--- config.mk ---
export PLATFORM = sky130hd
export DESIGN_NAME = calc_top
export DESIGN_NICKNAME = d
export VERILOG_FILES = /design/src/hw/calc_keys_pkg.sv /design/src/hw/calc_exec_pkg.sv /design/src/hw/operand_entry.sv /design/src/hw/add_sub_unit.sv /design/src/hw/shift_add_multiplier.sv /design/src/hw/calc_sequencer.sv /design/src/hw/calc_top.sv
export VERILOG_INCLUDE_DIRS = /design/src /design/src/hw
export SDC_FILE = /design/constraint.sdc
export NUM_CORES = 1
export LEC_CHECK = 0
export BUFFER_PORTS_ARGS = -buffer_cell sky130_fd_sc_hd__buf_2
export CORE_MARGIN = 1
export CORE_UTILIZATION = 35
export DETAILED_ROUTE_END_ITERATION = 6
export GPL_TIMING_DRIVEN = 0
export PLACE_DENSITY = 0.54
export SETUP_SLACK_MARGIN = 0.15
export SYNTH_ARGS = -nofsm -noshare
export SYNTH_HDL_FRONTEND = slang
export SYNTH_HIERARCHICAL = 1
export SYNTH_SLANG_ARGS = --single-unit
--- constraint.sdc ---
create_clock -name clk -period 11.4 [get_ports clk]
set_input_delay 0.57 -clock clk [delete_from_list [all_inputs] [get_ports clk]]
set_output_delay 0.57 -clock clk [all_outputs]
set_load 0.02 [all_outputs]
--- src/hw/calc_defs.svh ---
`ifndef CALC_DEFS_SVH
`define CALC_DEFS_SVH

// Datapath width for operands, results and display
`define CALC_WIDTH 16

// Keypad digit width
`define CALC_DIGIT_W 4

// Largest digit the entry block accepts
`define CALC_MAX_DIGIT 9

// Operator code width (one bit per operator)
`define CALC_OP_W 3

// Decimal radix used while building operands
`define CALC_RADIX 10

`endif

--- src/hw/calc_keys_pkg.sv ---
`default_nettype none

`include "calc_defs.svh"

// Keypad side encodings
package calc_keys_pkg;

    // One-hot operator key
    typedef enum logic [`CALC_OP_W-1:0] {
        OP_NONE = 3'b000,   // No operator latched
        OP_ADD  = 3'b001,   // Addition
        OP_SUB  = 3'b010,   // Subtraction
        OP_MUL  = 3'b100    // Multiplication
    } op_code_t;

    // True only for the three legal one-hot codes
    function automatic logic op_is_valid(input op_code_t op);
        logic ok;
        ok = (op == OP_ADD) || (op == OP_SUB) || (op == OP_MUL);
        return ok;
    endfunction

endpackage

`default_nettype wire

--- src/hw/calc_exec_pkg.sv ---
`default_nettype none

// Execution side types
package calc_exec_pkg;

    // Sequencer FSM states
    typedef enum logic [2:0] {
        IDLE      = 3'b000,   // Waiting for a request
        DISPATCH  = 3'b001,   // Start pulse to chosen unit
        WAIT_UNIT = 3'b010,   // Waiting for finish
        SHOW      = 3'b011    // Complete pulse
    } seq_state_t;

    // Which arithmetic unit owns the calculation
    typedef enum logic {
        UNIT_ADDSUB = 1'b0,   // Single cycle adder/subtractor
        UNIT_MUL    = 1'b1    // Iterative multiplier
    } unit_sel_t;

    // Multiply goes to the shift-add unit, everything else to the adder
    function automatic unit_sel_t unit_for_mul(input logic is_mul);
        unit_sel_t u;
        u = is_mul ? UNIT_MUL : UNIT_ADDSUB;
        return u;
    endfunction

endpackage

`default_nettype wire

--- src/hw/operand_entry.sv ---
`timescale 1ns/1ps
`default_nettype none

`include "calc_defs.svh"

module operand_entry (
    input  logic                      clk,
    input  logic                      nRST,
    input  logic                      key_strobe,    // Digit key pressed
    input  logic [`CALC_DIGIT_W-1:0]  key_digit,
    input  logic                      op_strobe,     // Operator key pressed
    input  calc_keys_pkg::op_code_t   op_key,
    input  logic                      equal_strobe,  // Equal key pressed
    input  logic                      busy,          // Sequencer is working
    output logic                      req_strobe,    // One cycle request
    output logic [`CALC_WIDTH-1:0]    req_a,
    output logic [`CALC_WIDTH-1:0]    req_b,
    output calc_keys_pkg::op_code_t   req_op
);
    import calc_keys_pkg::*;

    localparam int W = `CALC_WIDTH;

    logic         second;          // High while building operand two
    op_code_t     op_r;            // Latched operator
    logic [W-1:0] acc_a;           // First operand accumulator
    logic [W-1:0] acc_b;           // Second operand accumulator
    logic [W-1:0] acc_sel;         // Accumulator being typed into
    logic [W-1:0] acc_next;        // acc_sel * 10 + digit
    logic         digit_ok;
    logic         op_ok;
    logic         equal_ok;

    // Keys count only while the sequencer is idle
    assign digit_ok = !busy && key_strobe && (key_digit <= `CALC_MAX_DIGIT);
    assign op_ok    = !busy && op_strobe && !second && op_is_valid(op_key);
    assign equal_ok = !busy && equal_strobe && second;

    assign acc_sel  = second ? acc_b : acc_a;
    // Wraps modulo 2^W
    assign acc_next = acc_sel * W'(`CALC_RADIX) + W'(key_digit);

    // Phase, operator and accumulators
    always_ff @(posedge clk or negedge nRST) begin
        if (!nRST) begin
            second     <= 1'b0;
            op_r       <= OP_NONE;
            acc_a      <= '0;
            acc_b      <= '0;
            req_strobe <= 1'b0;
        end else begin
            req_strobe <= equal_ok;
            if (equal_ok) begin
                second <= 1'b0;     // Back to first operand
                op_r   <= OP_NONE;
                acc_a  <= '0;
                acc_b  <= '0;
            end else if (op_ok) begin
                second <= 1'b1;
                op_r   <= op_key;
            end else if (digit_ok) begin
                if (second) begin
                    acc_b <= acc_next;
                end else begin
                    acc_a <= acc_next;
                end
            end
        end
    end

    // Request payload, only read with req_strobe
    always_ff @(posedge clk) begin
        if (equal_ok) begin
            req_a  <= acc_a;
            req_b  <= acc_b;
            req_op <= op_r;
        end
    end

    // Entry returns to phase one after a request so strobes cannot repeat
    a_req_single: assert property (@(posedge clk) disable iff (!nRST)
        req_strobe |=> !req_strobe)
        else $error("req_strobe high on two cycles in a row");

endmodule

`default_nettype wire

--- src/hw/add_sub_unit.sv ---
`timescale 1ns/1ps
`default_nettype none

`include "calc_defs.svh"

module add_sub_unit #(
    parameter int WIDTH = `CALC_WIDTH
) (
    input  logic             clk,
    input  logic             nRST,
    input  logic             start,    // Operands valid this cycle only
    input  logic [WIDTH-1:0] a,
    input  logic [WIDTH-1:0] b,
    input  logic             sub,      // 1 selects a - b
    output logic [WIDTH-1:0] result,
    output logic             finish    // One cycle after start
);

    logic [WIDTH-1:0] sum_next;

    // Unsigned with wraparound
    assign sum_next = sub ? (a - b) : (a + b);

    // Result register
    always_ff @(posedge clk) begin
        if (start) begin
            result <= sum_next;
        end
    end

    // Finish strobe
    always_ff @(posedge clk or negedge nRST) begin
        if (!nRST) begin
            finish <= 1'b0;
        end else begin
            finish <= start;
        end
    end

endmodule

`default_nettype wire

--- src/hw/shift_add_multiplier.sv ---
`timescale 1ns/1ps
`default_nettype none

`include "calc_defs.svh"

module shift_add_multiplier #(
    parameter int WIDTH = `CALC_WIDTH
) (
    input  logic             clk,
    input  logic             nRST,
    input  logic             start,    // Operands valid this cycle only
    input  logic [WIDTH-1:0] a,
    input  logic [WIDTH-1:0] b,
    output logic [WIDTH-1:0] result,   // Low WIDTH bits of a*b
    output logic             finish    // WIDTH cycles after start
);

    localparam int CNT_W = $clog2(WIDTH) + 1;

    logic [WIDTH-1:0] mcand;      // Multiplicand, shifted left each step
    logic [WIDTH-1:0] mplier;     // Multiplier, shifted right each step
    logic [WIDTH-1:0] acc;        // Partial product
    logic [WIDTH-1:0] addend;
    logic [CNT_W-1:0] count;      // Steps done so far
    logic             running;
    logic             last_step;

    assign addend    = mplier[0] ? mcand : '0;
    assign last_step = (count == CNT_W'(WIDTH - 1));
    assign result    = acc;

    // Datapath; bit 0 is consumed in the load cycle
    always_ff @(posedge clk) begin
        if (start) begin
            acc    <= b[0] ? a : '0;
            mcand  <= a << 1;
            mplier <= b >> 1;
        end else if (running) begin
            acc    <= acc + addend;
            mcand  <= mcand << 1;
            mplier <= mplier >> 1;
        end
    end

    // Step counter and finish
    always_ff @(posedge clk or negedge nRST) begin
        if (!nRST) begin
            running <= 1'b0;
            count   <= '0;
            finish  <= 1'b0;
        end else begin
            if (start) begin
                count   <= CNT_W'(1);
                running <= (WIDTH > 1);
                finish  <= (WIDTH == 1);    // Single bit needs no extra steps
            end else if (running) begin
                count <= count + 1'b1;
                if (last_step) begin
                    running <= 1'b0;
                    finish  <= 1'b1;
                end else begin
                    finish  <= 1'b0;
                end
            end else begin
                finish <= 1'b0;
            end
        end
    end

    // Finish comes WIDTH cycles after its start
    a_finish_after_start: assert property (@(posedge clk) disable iff (!nRST)
        finish |-> $past(start, WIDTH))
        else $error("multiplier finish without a start");

    // Sequencer must not restart a product in flight
    a_no_start_busy: assert property (@(posedge clk) disable iff (!nRST)
        start |-> !running)
        else $error("multiplier started while busy");

endmodule

`default_nettype wire

--- src/hw/calc_sequencer.sv ---
`timescale 1ns/1ps
`default_nettype none

`include "calc_defs.svh"

module calc_sequencer (
    input  logic                     clk,
    input  logic                     nRST,
    input  logic                     req_strobe,   // From entry block
    input  logic [`CALC_WIDTH-1:0]   req_a,
    input  logic [`CALC_WIDTH-1:0]   req_b,
    input  calc_keys_pkg::op_code_t  req_op,
    output logic                     busy,         // Drop keys while high
    output logic                     start_add,
    output logic                     start_mul,
    output logic                     sub,
    output logic [`CALC_WIDTH-1:0]   unit_a,
    output logic [`CALC_WIDTH-1:0]   unit_b,
    input  logic                     finish_add,
    input  logic                     finish_mul,
    input  logic [`CALC_WIDTH-1:0]   sum_out,
    input  logic [`CALC_WIDTH-1:0]   prod_out,
    output logic                     complete,     // One cycle in SHOW
    output logic [`CALC_WIDTH-1:0]   display_output
);
    import calc_keys_pkg::*;
    import calc_exec_pkg::*;

    seq_state_t             state, state_next;
    unit_sel_t              unit_r;        // Unit chosen for this request
    logic                   unit_done;
    logic [`CALC_WIDTH-1:0] unit_result;

    // Read back only the unit that was started
    assign unit_done   = (unit_r == UNIT_MUL) ? finish_mul : finish_add;
    assign unit_result = (unit_r == UNIT_MUL) ? prod_out : sum_out;

    assign busy      = (state != IDLE);
    assign start_add = (state == DISPATCH) && (unit_r == UNIT_ADDSUB);
    assign start_mul = (state == DISPATCH) && (unit_r == UNIT_MUL);
    assign complete  = (state == SHOW);

    always_comb begin
        state_next = state;
        case (state)
            IDLE:      if (req_strobe) state_next = DISPATCH;
            DISPATCH:  state_next = WAIT_UNIT;
            WAIT_UNIT: if (unit_done) state_next = SHOW;
            SHOW:      state_next = IDLE;    // Single calculation per request
            default:   state_next = IDLE;
        endcase
    end

    always_ff @(posedge clk or negedge nRST) begin
        if (!nRST) begin
            state          <= IDLE;
            unit_r         <= UNIT_ADDSUB;
            display_output <= '0;
        end else begin
            state <= state_next;
            if (state == IDLE && req_strobe) begin
                unit_r <= unit_for_mul(req_op == OP_MUL);
            end
            if (state == WAIT_UNIT && unit_done) begin
                display_output <= unit_result;   // Valid with complete
            end
        end
    end

    // Operands held until the unit registers them at start
    always_ff @(posedge clk) begin
        if (state == IDLE && req_strobe) begin
            unit_a <= req_a;
            unit_b <= req_b;
            sub    <= (req_op == OP_SUB);
        end
    end

    a_one_start: assert property (@(posedge clk) disable iff (!nRST)
        !(start_add && start_mul))
        else $error("both arithmetic units started");

endmodule

`default_nettype wire

--- src/hw/calc_top.sv ---
`timescale 1ns/1ps
`default_nettype none

`include "calc_defs.svh"

module calc_top (
    input  logic                     clk,
    input  logic                     nRST,
    input  logic                     key_strobe,
    input  logic [`CALC_DIGIT_W-1:0] key_digit,
    input  logic                     op_strobe,
    input  calc_keys_pkg::op_code_t  op_key,
    input  logic                     equal_strobe,
    output logic                     complete,
    output logic [`CALC_WIDTH-1:0]   display_output
);
    import calc_keys_pkg::*;

    // Entry to sequencer
    logic                   req_strobe;
    logic [`CALC_WIDTH-1:0] req_a;
    logic [`CALC_WIDTH-1:0] req_b;
    op_code_t               req_op;
    logic                   busy;

    // Sequencer to units
    logic                   start_add;
    logic                   start_mul;
    logic                   sub;
    logic [`CALC_WIDTH-1:0] unit_a;
    logic [`CALC_WIDTH-1:0] unit_b;
    logic                   finish_add;
    logic                   finish_mul;
    logic [`CALC_WIDTH-1:0] sum_out;
    logic [`CALC_WIDTH-1:0] prod_out;

    operand_entry u_entry (
        .clk          (clk),
        .nRST         (nRST),
        .key_strobe   (key_strobe),
        .key_digit    (key_digit),
        .op_strobe    (op_strobe),
        .op_key       (op_key),
        .equal_strobe (equal_strobe),
        .busy         (busy),
        .req_strobe   (req_strobe),
        .req_a        (req_a),
        .req_b        (req_b),
        .req_op       (req_op)
    );

    calc_sequencer u_seq (
        .clk            (clk),
        .nRST           (nRST),
        .req_strobe     (req_strobe),
        .req_a          (req_a),
        .req_b          (req_b),
        .req_op         (req_op),
        .busy           (busy),
        .start_add      (start_add),
        .start_mul      (start_mul),
        .sub            (sub),
        .unit_a         (unit_a),
        .unit_b         (unit_b),
        .finish_add     (finish_add),
        .finish_mul     (finish_mul),
        .sum_out        (sum_out),
        .prod_out       (prod_out),
        .complete       (complete),
        .display_output (display_output)
    );

    add_sub_unit #(.WIDTH(`CALC_WIDTH)) u_addsub (
        .clk    (clk),
        .nRST   (nRST),
        .start  (start_add),
        .a      (unit_a),
        .b      (unit_b),
        .sub    (sub),
        .result (sum_out),
        .finish (finish_add)
    );

    shift_add_multiplier #(.WIDTH(`CALC_WIDTH)) u_mul (
        .clk    (clk),
        .nRST   (nRST),
        .start  (start_mul),
        .a      (unit_a),
        .b      (unit_b),
        .result (prod_out),
        .finish (finish_mul)
    );

endmodule

`default_nettype wire

* Word-level counts from Yosys, hierarchy flattened
Cells that the tools add are included.
** Operators by class
- $add $sub $neg :: 5
- Multipliers :: 1
- Div/mod/pow operators :: 0
- $lt $le $gt $ge :: 1
- Equal/unequal tests :: 13
- Shifts and indexed selects :: 0
- Mux-type cells :: 36
- Bitwise gates (word level) :: 1
- Reduce and logical (&&, ||, !) cells :: 24
** Operator list (count)
- 16-bit two-way mux :: 17
- 16-bit adder :: 2
- 15-bit two-way mux :: 2
- 16-bit by 4-bit adder with 16-bit output :: 1
- 16-bit by 3-bit multiplier with 15-bit output, second input constant :: 1
- 16-bit subtractor :: 1
- 3-bit by 2-bit equality test with 1-bit output, second input constant :: 4
- 3-bit two-way mux :: 4
- 1-bit logical AND :: 11
- 1-bit two-way mux :: 10
- 5-bit two-way mux :: 2
- 3-bit one-hot mux with 3 select lines :: 1
- 2-bit nonzero test :: 4
- 3-bit by 1-bit equality test with 1-bit output, second input constant :: 2
- 3-bit equality test, second input constant :: 2
- 2-bit != test, second input constant :: 3
- 3-bit AND reduction :: 2
- 5-bit by 1-bit adder with 5-bit output, second input constant :: 1
- 5-bit by 4-bit equality test with 1-bit output, second input constant :: 1
- 4-bit less-or-equal comparator, second input constant :: 1
- 3-bit zero test :: 1
- 3-bit nonzero test :: 1
- 1-bit zero test :: 2
- 1-bit logical OR :: 2
- 3 further kinds :: 3
** Word-level totals
- Register bits after elaboration :: 195
- Bits in latches :: 0
- RAM bits :: 0
- ROM bits :: 0
- Input port bits :: 12
- Output and inout bits :: 17
- Logic and storage cells :: 103
- Memories kept :: 0

* Logic depth before layout (Yosys ltp)
Gate-level depths: netlist of run 1.
- Word-level depth :: 7
- Depth in mapped cells :: 14
- Depth with buffers taken out :: 14

* Hierarchy
The synthesis of run 1 kept the hierarchy.
** Modules (own cells, without submodules)
- operand_entry :: instances 1, cells an instance 324, area each 3806.2 sq um, seq. area each 1976.9 sq um
- shift_add_multiplier :: instances 1, cells an instance 246, area each 2950.3 sq um, seq. area each 1556.5 sq um
- calc_sequencer :: instances 1, cells an instance 128, area each 2000.7 sq um, seq. area each 1466.4 sq um
- add_sub_unit :: instances 1, cells an instance 153, area each 1493.9 sq um, seq. area each 505.5 sq um

* Least setup slack after synthesis of run 1
Ideal clock, no wire load.
- Path type :: register to register
- Start point :: reg u_entry.second
- End point :: reg u_entry.acc_b[14]
- Setup time :: 69 ps
- Arrival time :: 4193 ps
- Required time :: 11331 ps
- Slack :: 7138 ps
- Cell stages (with the launch flop) :: 14
- Buffers on the path :: 2
- Clock period less this slack :: 4262 ps
- Cell sequence :: dfrtp_1 -> clkbuf_1 -> buf_1 -> mux2_2 -> ha_1 -> ha_1 -> fa_1 -> a211oi_2 -> o2111ai_2 -> and3_1 -> or2_4 -> or4_4 -> or3_1 -> nand3_1
** Between the ends
- Word-level cells in the longest chain between the ends :: 7
- Elaborated cells on any way between the ends :: 15
- Classes of those cells :: add/sub (1); mul (1); eq/ne (1); mux (5); reduce/logical (7)
** Ends and longest elaborated chain
- start, declared :: line operand_entry.sv:24 : logic second;
- start signal, assigned :: line operand_entry.sv:46 : second <= 1'b0;
- start signal, assigned :: line operand_entry.sv:54 : second <= 1'b0;
- start signal, assigned :: line operand_entry.sv:59 : second <= 1'b1;
- 16-bit two-way mux :: line operand_entry.sv:39 : assign acc_sel = second ? acc_b : acc_a;
- 16-bit by 3-bit multiplier with 15-bit output :: line operand_entry.sv:41 : assign acc_next = acc_sel * W'(`CALC_RADIX) + W'(key_digit);
- 16-bit by 4-bit adder with 16-bit output :: line operand_entry.sv:41
- 16-bit two-way mux :: line operand_entry.sv:62 : if (second) begin
- 16-bit two-way mux :: line operand_entry.sv:61 : end else if (digit_ok) begin
- 16-bit two-way mux :: line operand_entry.sv:58 : end else if (op_ok) begin
- 16-bit two-way mux :: line operand_entry.sv:53 : if (equal_ok) begin
- end signal, assigned :: line operand_entry.sv:63 : acc_b <= acc_next;
- end, declared :: line operand_entry.sv:27 : logic [W-1:0] acc_b;
Parallel ways exist; a longest one is shown, timed or not. The select of a mux whose other input is x is not followed.
A chain may end at the register's enable or synchronous reset.

* Final worst setup path of run 1
Same ends and word-level chain as after synthesis.

==> run metrics, run 1 <==
status=completed; Setup WS post-layout=about 6.4 ns; Fillers=~2.7k; Max Fclk=between 150 and 200 MHz; Ports=29; CP Class=register to register; total global routing overflow=0; area share of the largest cell type after synthesis=38.1%; flop-to-flop setup slack=around 6.4 ns; I/O Buffers=28; Critical Path RT=about 12 ns; design area=roughly 12000 um^2; worst slew pin tran=roughly 1.2 ns; Netlist cell types=between 70 and 80; CTS Hold Bufs=0; slowest stage delay, CP=about 0.53 ns; worst r2r src=u_entry/second; ys async rst share=33.0%; DIE WIDTH=about 170 um; drt via density=between 4 and 5; number of synthesized flops with an enable pin=130; Max Clock Skew=between 0.01 and 0.015 ns; Final Max Slew Viols=0; FF+latch count, synth=roughly 190; largest family of logic cells by synthesized area=compound AO/OA/AOI/OAI gates; Syn Std Cell Area=roughly 10000 um^2; CP arrival=about 5.4 ns; Placer Congestion=between 0.8 and 0.9; ANT nets after route=0; CTS tree=yes; synthesized area per cell=around 12 um^2; YS warnings=6; Area Growth Syn to Fin=12.5%; Min-Delay Path Class=primary input to async pin; register area=5510 um^2; Cell Pwr Density=~320 nW/um^2; Post-Synth XOR/XNOR Area=under 10%; layout cell share with drive strength beyond 1=approximately 16%; footprint of the multi-input gates=~4500 um^2; ant diodes=0; global-route wire length before repair=34500 um; Critical Path End Type=register; Detail Placement HPWL=16000 um; CTS root buf=clkbuf_16; Syn Nets=929; Rel. slew slack=a little over a fifth; DR WL/cell=16.2 um; met3 Usage GRT=between 2 and 3%; Hold Slack=0.222 ns; detailed router's first-iteration violation count=405; Synth Instances=approximately 850; final setup fails=0; Adder-Cell Fraction of Synth Area=8.35%; die height=173 um; # nets final=977; crit share post-route=44.0%; maximum capacitance violations=0; global routing usage on met2=roughly a quarter; overall via count from detail_route=between 6k and 7k; H-tree levels=4; CTS max path bufs=2; CTS resizes=0; drc violations=0; Reg clk slew, reported paths=about 0.09 ns; compound-cell area share of the yosys netlist=12.7%; pre-CTS WS=6.38 ns; DRT Wirelength=around 21000 um; TNS Setup=0 ns; crit path launch type=register; RSZ-0062 raised after global routing=false; Initial Util=a little over a third; post-synthesis mux area share=7.82%; Setup Buffers After CTS=0; FP Rows=between 60 and 70; Top FF cell, synth=edfxtp_1; initial antenna violation count=0; post-synthesis sequential area ratio=between 50% and 60%; DRT Pass-1 Iters=5; core area=28800 um^2; CP max stage cell=or4_4; Final min period=5.01 ns; largest net degree at the start of global routing=65; clock sink count=194; die area=about 30000 um^2; Reg-to-Reg End=u_entry/acc_b[14]; GRT Util Overall=14.8%; Placed Area=around 11000 um^2; ranking of synthesized cells by area=edfxtp_1 (38%), dfrtp_1 (16%), ha_1 (7.6%); Hold Vio Cnt, Final=0; vias in the first global route=6488; worst-skew pair later-pin latency=about 0.45 ns; met1 Track Usage GR=roughly a fifth; Max VDD drop=about 0.00029 V; top cell type by total area after synthesis=edfxtp_1; CTS Buf Count=17; Simple-Gate Fraction of Synth Area=between 10% and 20%; crit path max fanout=10; critical path cell sequence=clkbuf_1, buf_1, mux2_2, ha_1, ha_1, fa_1, a211oi_2, o2111ai_2, and3_1, or2_4, or4_4, or3_1, nand3_1; layer with the highest usage=met2; Pleak=approximately 4.5 nW; Most Frequent Cell on Critical Path=ha_1; Worst Reg-to-Reg Cells=13
## worst max-delay path: cells and delay by family (launching register included)
| family | cells | cell delay, ns |
|---|---|---|
| adder cells (fa/ha/maj) | 3 | 0.98 |
| AO/OA/AOI/OAI | 2 | 0.62 |
| flip-flops | 1 | 0.48 |
| AND/OR/NAND/NOR | 5 | 1.41 |
| buffers and inverters | 2 | 1.00 |
| multiplexers | 1 | 0.43 |
## registers in the layout, indices dropped and copies added, names as in the netlist, 5 cells and up
name	count
u_addsub/result	16
u_entry/acc_a	16
u_entry/acc_b	16
u_entry/req_a	16
u_entry/req_b	16
u_mul/count	5
u_mul/mcand	15
u_mul/mplier	15
u_mul/result	16
u_seq/display_output	16
u_seq/unit_a	16
u_seq/unit_b	16
## routing by layer
metal  part of all wire [%]  vias up
li1                       -     3259
met1                     49     3054
met2                     47      100
met3                    2.8       23
met4                    1.8        0
met5                      0        -
## layout by cell type (no fill, tap or decap), types with 4 or more instances in the layout
master / count
edfxtp_1: 130
dfrtp_1: 64
ha_1: 62
nand2_1: 60
mux2_2: 52
a21oi_1: 47
o21ai_0: 47
nor2_1: 43
xnor2_1: 37
inv_1: 30
buf_2: 29
clkbuf_1: 23
a31oi_1: 21
xor2_1: 21
and2_1: 20
mux2i_1: 19
clkbuf_16: 17
nand3_1: 13
o31ai_1: 11
a21o_1: 10
nor3_1: 9
nand2b_1: 7
inv_12: 6
a211oi_1: 6
nand4_1: 6
or3_1: 6
nor3b_1: 5
o21a_1: 5
and3_1: 5
o21ai_1: 5
nor2b_1: 4
o211ai_1: 4
fa_1: 4
## cells in the mapped netlist, drive strengths merged (4+ instances only)
| cell type | number |
|---|---|
| mux2i | 19 |
| nand3 | 13 |
| nor2b | 5 |
| dfrtp | 64 |
| ha | 62 |
| fa | 4 |
| nand2b | 7 |
| a21o | 11 |
| and2 | 20 |
| a211o | 4 |
| mux2 | 54 |
| nand2 | 60 |
| buf | 5 |
| edfxtp | 130 |
| nor3 | 10 |
| inv | 30 |
| o21a | 5 |
| clkbuf | 24 |
| o31ai | 11 |
| o21ai | 53 |
| xor2 | 21 |
| or3 | 6 |
| nand4 | 7 |
| a31oi | 21 |
| nor3b | 5 |
| o211ai | 4 |
| and3 | 6 |
| xnor2 | 37 |
| o2111ai | 4 |
| a21oi | 50 |
| nor2 | 43 |
| a211oi | 8 |
## kinds of logic (layout without fill, tap and decap cells)
group | count (synthesis) | count (layout)
flops | 194 | 194
fa+ha+maj | 66 | 66
buf+inv | 60 | 121
mux | 73 | 73
xor+xnor | 58 | 58
compound gates | 198 | 198
simple gates | 202 | 202
## final cells by class
class                           count  area share, %
Inverter                           31           1.01
Sequential cell                   194           47.7
Multi-Input combinational cell    597           39.1
Tap cell                          384           4.16
Timing Repair Buffer               29           1.47
Clock buffer                       17           3.69
Buffer                             29           1.04
Clock inverter                     15           1.79
## power by group
group	leakage [nW]	switching, W	total (W)	internal, W
clock	0.306	0.000318	0.000627	0.000309
combinational	2.15	0.00109	0.00188	0.000790
sequential	2.00	0.000132	0.00122	0.00109
## worst max-delay path by stage
stage / from / slack [ns] / depth (start not counted) / to
after floorplan: u_entry/second / 7.14 / 13 / u_entry/acc_b[14]
after global placement: u_entry/second / 6.39 / 13 / u_entry/acc_b[14]
after detailed placement: u_entry/second / 6.38 / 13 / u_entry/acc_b[14]
after CTS: u_entry/second / 6.35 / 13 / u_entry/acc_b[14]
after global routing: u_entry/second / 6.11 / 13 / u_entry/acc_a[13]
final: u_entry/second / 6.39 / 13 / u_entry/acc_b[14]
## stage by stage
stage	power, W	std cells	utilization, %
floorplan	0.00268	851	-
CTS	0.00376	1296	40.1
finish	0.00373	1296	40.1
global route	0.00406	1296	40.1
global placement	0.00309	1263	37.8
detailed placement	0.00312	1264	37.9
No activity file was read; power rests on OpenSTA's default activity.
==> run 2, diff against run 1 <==
--- a/config.mk
+++ b/config.mk
@@ -11,7 +11,7 @@
 export CORE_UTILIZATION = 35
 export DETAILED_ROUTE_END_ITERATION = 6
 export GPL_TIMING_DRIVEN = 0
-export PLACE_DENSITY = 0.54
+export PLACE_DENSITY = 0.56
 export SETUP_SLACK_MARGIN = 0.15
 export SYNTH_ARGS = -nofsm -noshare
 export SYNTH_HDL_FRONTEND = slang
==> constraint.sdc (replaced) <==
create_clock -name clk -period 4.2 [get_ports clk]
set_input_delay 0.21 -clock clk [delete_from_list [all_inputs] [get_ports clk]]
set_output_delay 0.21 -clock clk [all_outputs]
set_load 0.02 [all_outputs]
==> run metrics, run 2 (synthesis results as in run 1) <==
DRT Pass-1 Iters=5; most common cell after layout, fill and taps aside=edfxtp_1; critical path cell sequence=buf_8, buf_8, mux2_4, ha_4, ha_4, fa_2, a211oi_4, o2111ai_2, and3_4, or2_4, or4_4, or3_1, nand3_1; layout cell share with drive strength beyond 1=between 15 and 20%; crit path launch type=register; clock sink count=194; Placed Area=10900 um^2; Critical Path RT=4.58 ns; Ports=29; CP bufs+invs=2; initial antenna violation count=0; core area=about 29000 um^2; Final min period=between 3 and 4 ns; Initial Util=approximately 36%; Final Max Slew Viols=0; FP Rows=62; total global routing overflow=0; worst-skew pair later-pin latency=0.44 ns; Critical Path End Type=register; CP arrival=about 4.2 ns; DR WL/cell=between 15 and 20 um; GRT Util Overall=14.6%; slowest stage delay, CP=around 0.53 ns; worst slew pin tran=approximately 1.2 ns; drt via density=approximately 5; Pleak=roughly 4.5 nW; CTS max path bufs=2; Placer Congestion=between 0.8 and 0.9; I/O Buffers=28; CP Class=register to register; overall via count from detail_route=~6.6k; most frequent cells in the layout=edfxtp_1 (130), dfrtp_1 (63), nand2_1 (60), ha_1 (60), mux2_2 (50); Fillers=approximately 2.8k; ant diodes=0; ANT nets after route=0; TNS Setup=0 ns; CTS Buf Count=17; vias in the first global route=between 6k and 7k; largest net degree at the start of global routing=65; CTS tree=yes; # nets final=slightly below 1k; crit share post-route=approximately nine tenths; CTS root buf=clkbuf_16; Reg clk slew, reported paths=~0.08 ns; design area=11600 um^2; Setup WS post-layout=0.343 ns; die area=30000 um^2; critical path's top delay family=simple AND/OR/NAND/NOR gates; DRT Wirelength=roughly 21000 um; dpl cells=between 1k and 1.5k; Hold Slack=0.0355 ns; Max VDD drop=between 0.0007 and 0.0008 V; final setup fails=0; maximum capacitance violations=0; Rel. slew slack=approximately 22%; Max Clock Skew=around 0.015 ns; detailed router's first-iteration violation count=around 400; Min-Delay Path Class=primary input to register; crit path max fanout=10; drc violations=0; pre-CTS WS=-0.347 ns; Hold Vio Cnt, Final=0; Detail Placement HPWL=approximately 16000 um; global-route wire length before repair=roughly 35000 um; CP max stage cell=or4_4; die height=173 um; Max Fclk=around 260 MHz; Area Growth Syn to Fin=13.3%; non-filler cells, final=about 1.3k; Cell Pwr Density=between 800 and 900 nW/um^2; status=completed; H-tree levels=4; DIE WIDTH=roughly 170 um; RSZ-0062 raised after global routing=false
==> run 2: changes by cell type in the layout (fill, tap and decap cells not counted), sizes merged <==
cell         previous run  this run
buf                    34        38
clkbuf                 41        42
clkinv                  4         5
dlygate4sd3             0         1
inv                    42        39
==> run 2: timing repair <==
action,4_1_cts,5_1_grt
hold buffers,1,0
pin swaps,3,3
buffers inserted,2,1
gates resized for setup,11,9
hold endpoints to repair,64,0
endpoints found under the setup margin,12,4
==> run 2: path summary, 6_finish.rpt <==
kind / start / endpoint / slack [ns] / cells after the start
max: u_entry/second / u_entry/acc_a[14] / 0.34 / 13
min: key_digit[0] / u_entry/acc_b[0] / 0.04 / 3
max reg2reg: u_entry/second / u_entry/acc_a[14] / 0.34 / 13
min reg2reg: u_entry/req_b[11] / u_seq/unit_b[11] / 0.42 / 0
max in group asynchronous: nRST / u_entry/second / 3.19 / 2
min in group asynchronous: nRST / u_seq/display_output[7] / 0.41 / 2
==> run 2: area by class of cell <==
type | instances | area [um^2] | share of cell area, %
Buffer | 29 | 143 | 1.23
Clock buffer | 19 | 443 | 3.81
Clock inverter | 13 | 130 | 1.12
Inverter | 31 | 116 | 1.00
Multi-Input combinational cell | 597 | 4590 | 39.5
Sequential cell | 194 | 5510 | 47.4
Tap cell | 384 | 480 | 4.14
Timing Repair Buffer | 33 | 203 | 1.75
==> run 2: power by group <==
part | total [W] | internal (W) | switching, W
Clock | 0.00157 | 0.000808 | 0.000765
Sequential | 0.00332 | 0.00296 | 0.000354
Combinational | 0.00539 | 0.00231 | 0.00308
Total | 0.0103 | 0.00608 | 0.00420
==> run 2: worst reg2reg max path, stage by stage (launching register included) <==
cell and delay, ns:
dfrtp_2 0.44, buf_8 0.16, buf_8 0.15, mux2_4 0.34, ha_4 0.26, ha_4 0.18
fa_2 0.38, a211oi_4 0.34, o2111ai_2 0.19, and3_4 0.20, or2_4 0.26, or4_4 0.53
or3_1 0.31, nand3_1 0.07
==> run 2: metrics by stage <==
step	util, %	power [W]
after global placement	37.8	0.00838
after CTS	40.1	0.0102
final	40.4	0.0103
after detailed placement	37.9	0.00849
after global routing	40.4	0.0111
after floorplan	-	0.00728
==> run 2: routing by layer <==
metal | GRT usage (%) | part of all wire [%] | vias up
met5 | 0 | 0 | -
met4 | 4.98 | 1.6 | 0
met3 | 2.40 | 2.7 | 23
met2 | 24.2 | 48 | 110
met1 | 19.4 | 48 | 3159
li1 | - | - | 3281
==> run 3, diff against run 2 <==
--- a/config.mk
+++ b/config.mk
@@ -7,6 +7,7 @@
 export NUM_CORES = 1
 export LEC_CHECK = 0
 export BUFFER_PORTS_ARGS = -buffer_cell sky130_fd_sc_hd__buf_2
+export CORE_ASPECT_RATIO = 0.9
 export CORE_MARGIN = 1
 export CORE_UTILIZATION = 35
 export DETAILED_ROUTE_END_ITERATION = 6
==> run metrics, run 3 (synthesis results as in run 1) <==
Critical Path RT=between 4 and 5 ns; Final Max Slew Viols=0; clock sink count=just under 200; ANT nets after route=0; drt via density=roughly 5.0; Gate power share=between 50% and 60%; CP max stage cell=or4_4; Min-Delay Path Class=primary input to register; Initial Util=between 30 and 40%; most common cell after layout, fill and taps aside=edfxtp_1; Int Power=0.00616 W; total global routing overflow=0; Reg clk slew, reported paths=0.08 ns; Max Fclk=approximately 260 MHz; detailed router's first-iteration violation count=roughly 320; CP arrival=4.26 ns; final setup fails=0; CTS root buf=clkbuf_16; CTS Buf Count=17; Max Clock Skew=approximately 0.013 ns; Switch Pwr=about 0.0043 W; core area=about 29000 um^2; total power=0.0104 W; slowest stage delay, CP=0.54 ns; Area Growth Syn to Fin=14.1%; Most Frequent Cell on Critical Path=buf_8; switching share of power=about two fifths; non-filler cells, final=between 1k and 1.5k; Fillers=2781; layout cell share with drive strength beyond 1=17.9%; CTS max path bufs=2; Ports=29; Setup WS post-layout=between 0.3 and 0.4 ns; maximum capacitance violations=0; Clock power frac=15.8%; DR WL/cell=16.2 um; DRT Wirelength=approximately 21000 um; CTS tree=yes; drc violations=0; CP Class=register to register; Placer Congestion=between 0.8 and 0.9; global-route wire length before repair=34700 um; initial antenna violation count=0; crit path max fanout=10; Rel. slew slack=a little over a fifth; Detail Placement HPWL=16000 um; H-tree levels=4; Hold Vio Cnt, Final=0; die area=approximately 30000 um^2; worst-skew pair later-pin latency=0.43 ns; footprint of the multi-input gates=4600 um^2; # nets final=around 990; pre-CTS WS=-0.369 ns; TNS Setup=0 ns; RSZ-0062 raised after global routing=false; DIE WIDTH=roughly 180 um; status=completed; GRT Util Overall=about 15%; Max VDD drop=0.000757 V; vias in the first global route=roughly 6.6k; Critical Path End Type=register; Final min period=3.89 ns; crit path launch type=register; DRT Pass-1 Iters=4; I/O Buffers=28; largest net degree at the start of global routing=65; most frequent cells in the layout=edfxtp_1 (130), dfrtp_1 (63), nand2_1 (60), ha_1 (60), mux2_2 (50); FP Rows=59; design area=around 12000 um^2; Pleak=4.51 nW; worst slew pin tran=around 1.2 ns; part of the power in registers=a little under a third; dpl cells=~1.3k; overall via count from detail_route=6561; Placed Area=10900 um^2; register area=roughly 5500 um^2; critical path cell sequence=buf_8, buf_8, mux2_2, ha_1, ha_4, fa_2, a211oi_4, o2111ai_2, and3_4, or2_4, or4_4, or3_1, nand3_1; crit share post-route=between 90% and 100%; Cell Pwr Density=just under 900 nW/um^2; ant diodes=0; die height=164 um
[run 3: layout make-up]
type                            instances  share of cell area, %
Clock buffer                           18                   3.67
Timing Repair Buffer                   37                   1.93
Tap cell                              396                   4.24
Inverter                               31                  0.995
Sequential cell                       194                   47.1
Buffer                                 29                   1.22
Clock inverter                         14                   1.59
Multi-Input combinational cell        597                   39.3
[run 3: worst paths after layout]
kind,start,end,slack (ns),cells past startpoint
max,u_entry/second,u_entry/acc_a[14],0.31,13
min in group asynchronous,nRST,u_seq/display_output[0],0.42,2
min,op_key[2],u_entry/op_r[2],0.05,3
max in group asynchronous,nRST,u_entry/second,3.16,2
min reg2reg,u_entry/req_b[11],u_seq/unit_b[11],0.42,0
max reg2reg,u_entry/second,u_entry/acc_a[14],0.31,13
[run 3: per-stage QoR]
| step | utilization, % | hold slack (ns) |
|---|---|---|
| after floorplan | - | -0.0856 |
| after global placement | 37.7 | 0.405 |
| after detailed placement | 37.8 | 0.366 |
| after CTS | 40.2 | 0.0226 |
| after global routing | 40.5 | 0.0451 |
| final | 40.5 | 0.0478 |
[run 3: layer usage]
metal	track usage, %	routed length, um	vias to the layer above
li1	-	-	3288
met1	20.2	10600	3149
met2	24.6	9820	101
met3	2.53	481	23
met4	4.85	338	0
met5	0	0	-
[run 3: repair_timing]
action	4_1_cts	5_1_grt
gates resized for setup	10	11
hold endpoints to repair	64	0
hold buffers	1	0
buffers inserted	2	5
pin swaps	3	3
endpoints found under the setup margin	12	6
[run 3: power groups by stage]
stage                     Combinational (W)  Clock [W]  Sequential, W
after floorplan                     0.00396          0        0.00332
after global placement              0.00504          0        0.00335
after detailed placement            0.00514          0        0.00336
after CTS                           0.00527    0.00170        0.00332
after global routing                0.00609    0.00177        0.00341
final                               0.00546    0.00165        0.00332
[run 3: worst max-delay path, delay by kind of cell, from the launching register on]
kind | cells | cell delay, ns
and+or+nand+nor | 5 | 1.39
adders and majority gates | 3 | 0.82
AOI/OAI and AO/OA | 2 | 0.53
DFF | 1 | 0.41
muxes | 1 | 0.38
buffers and inverters | 2 | 0.29
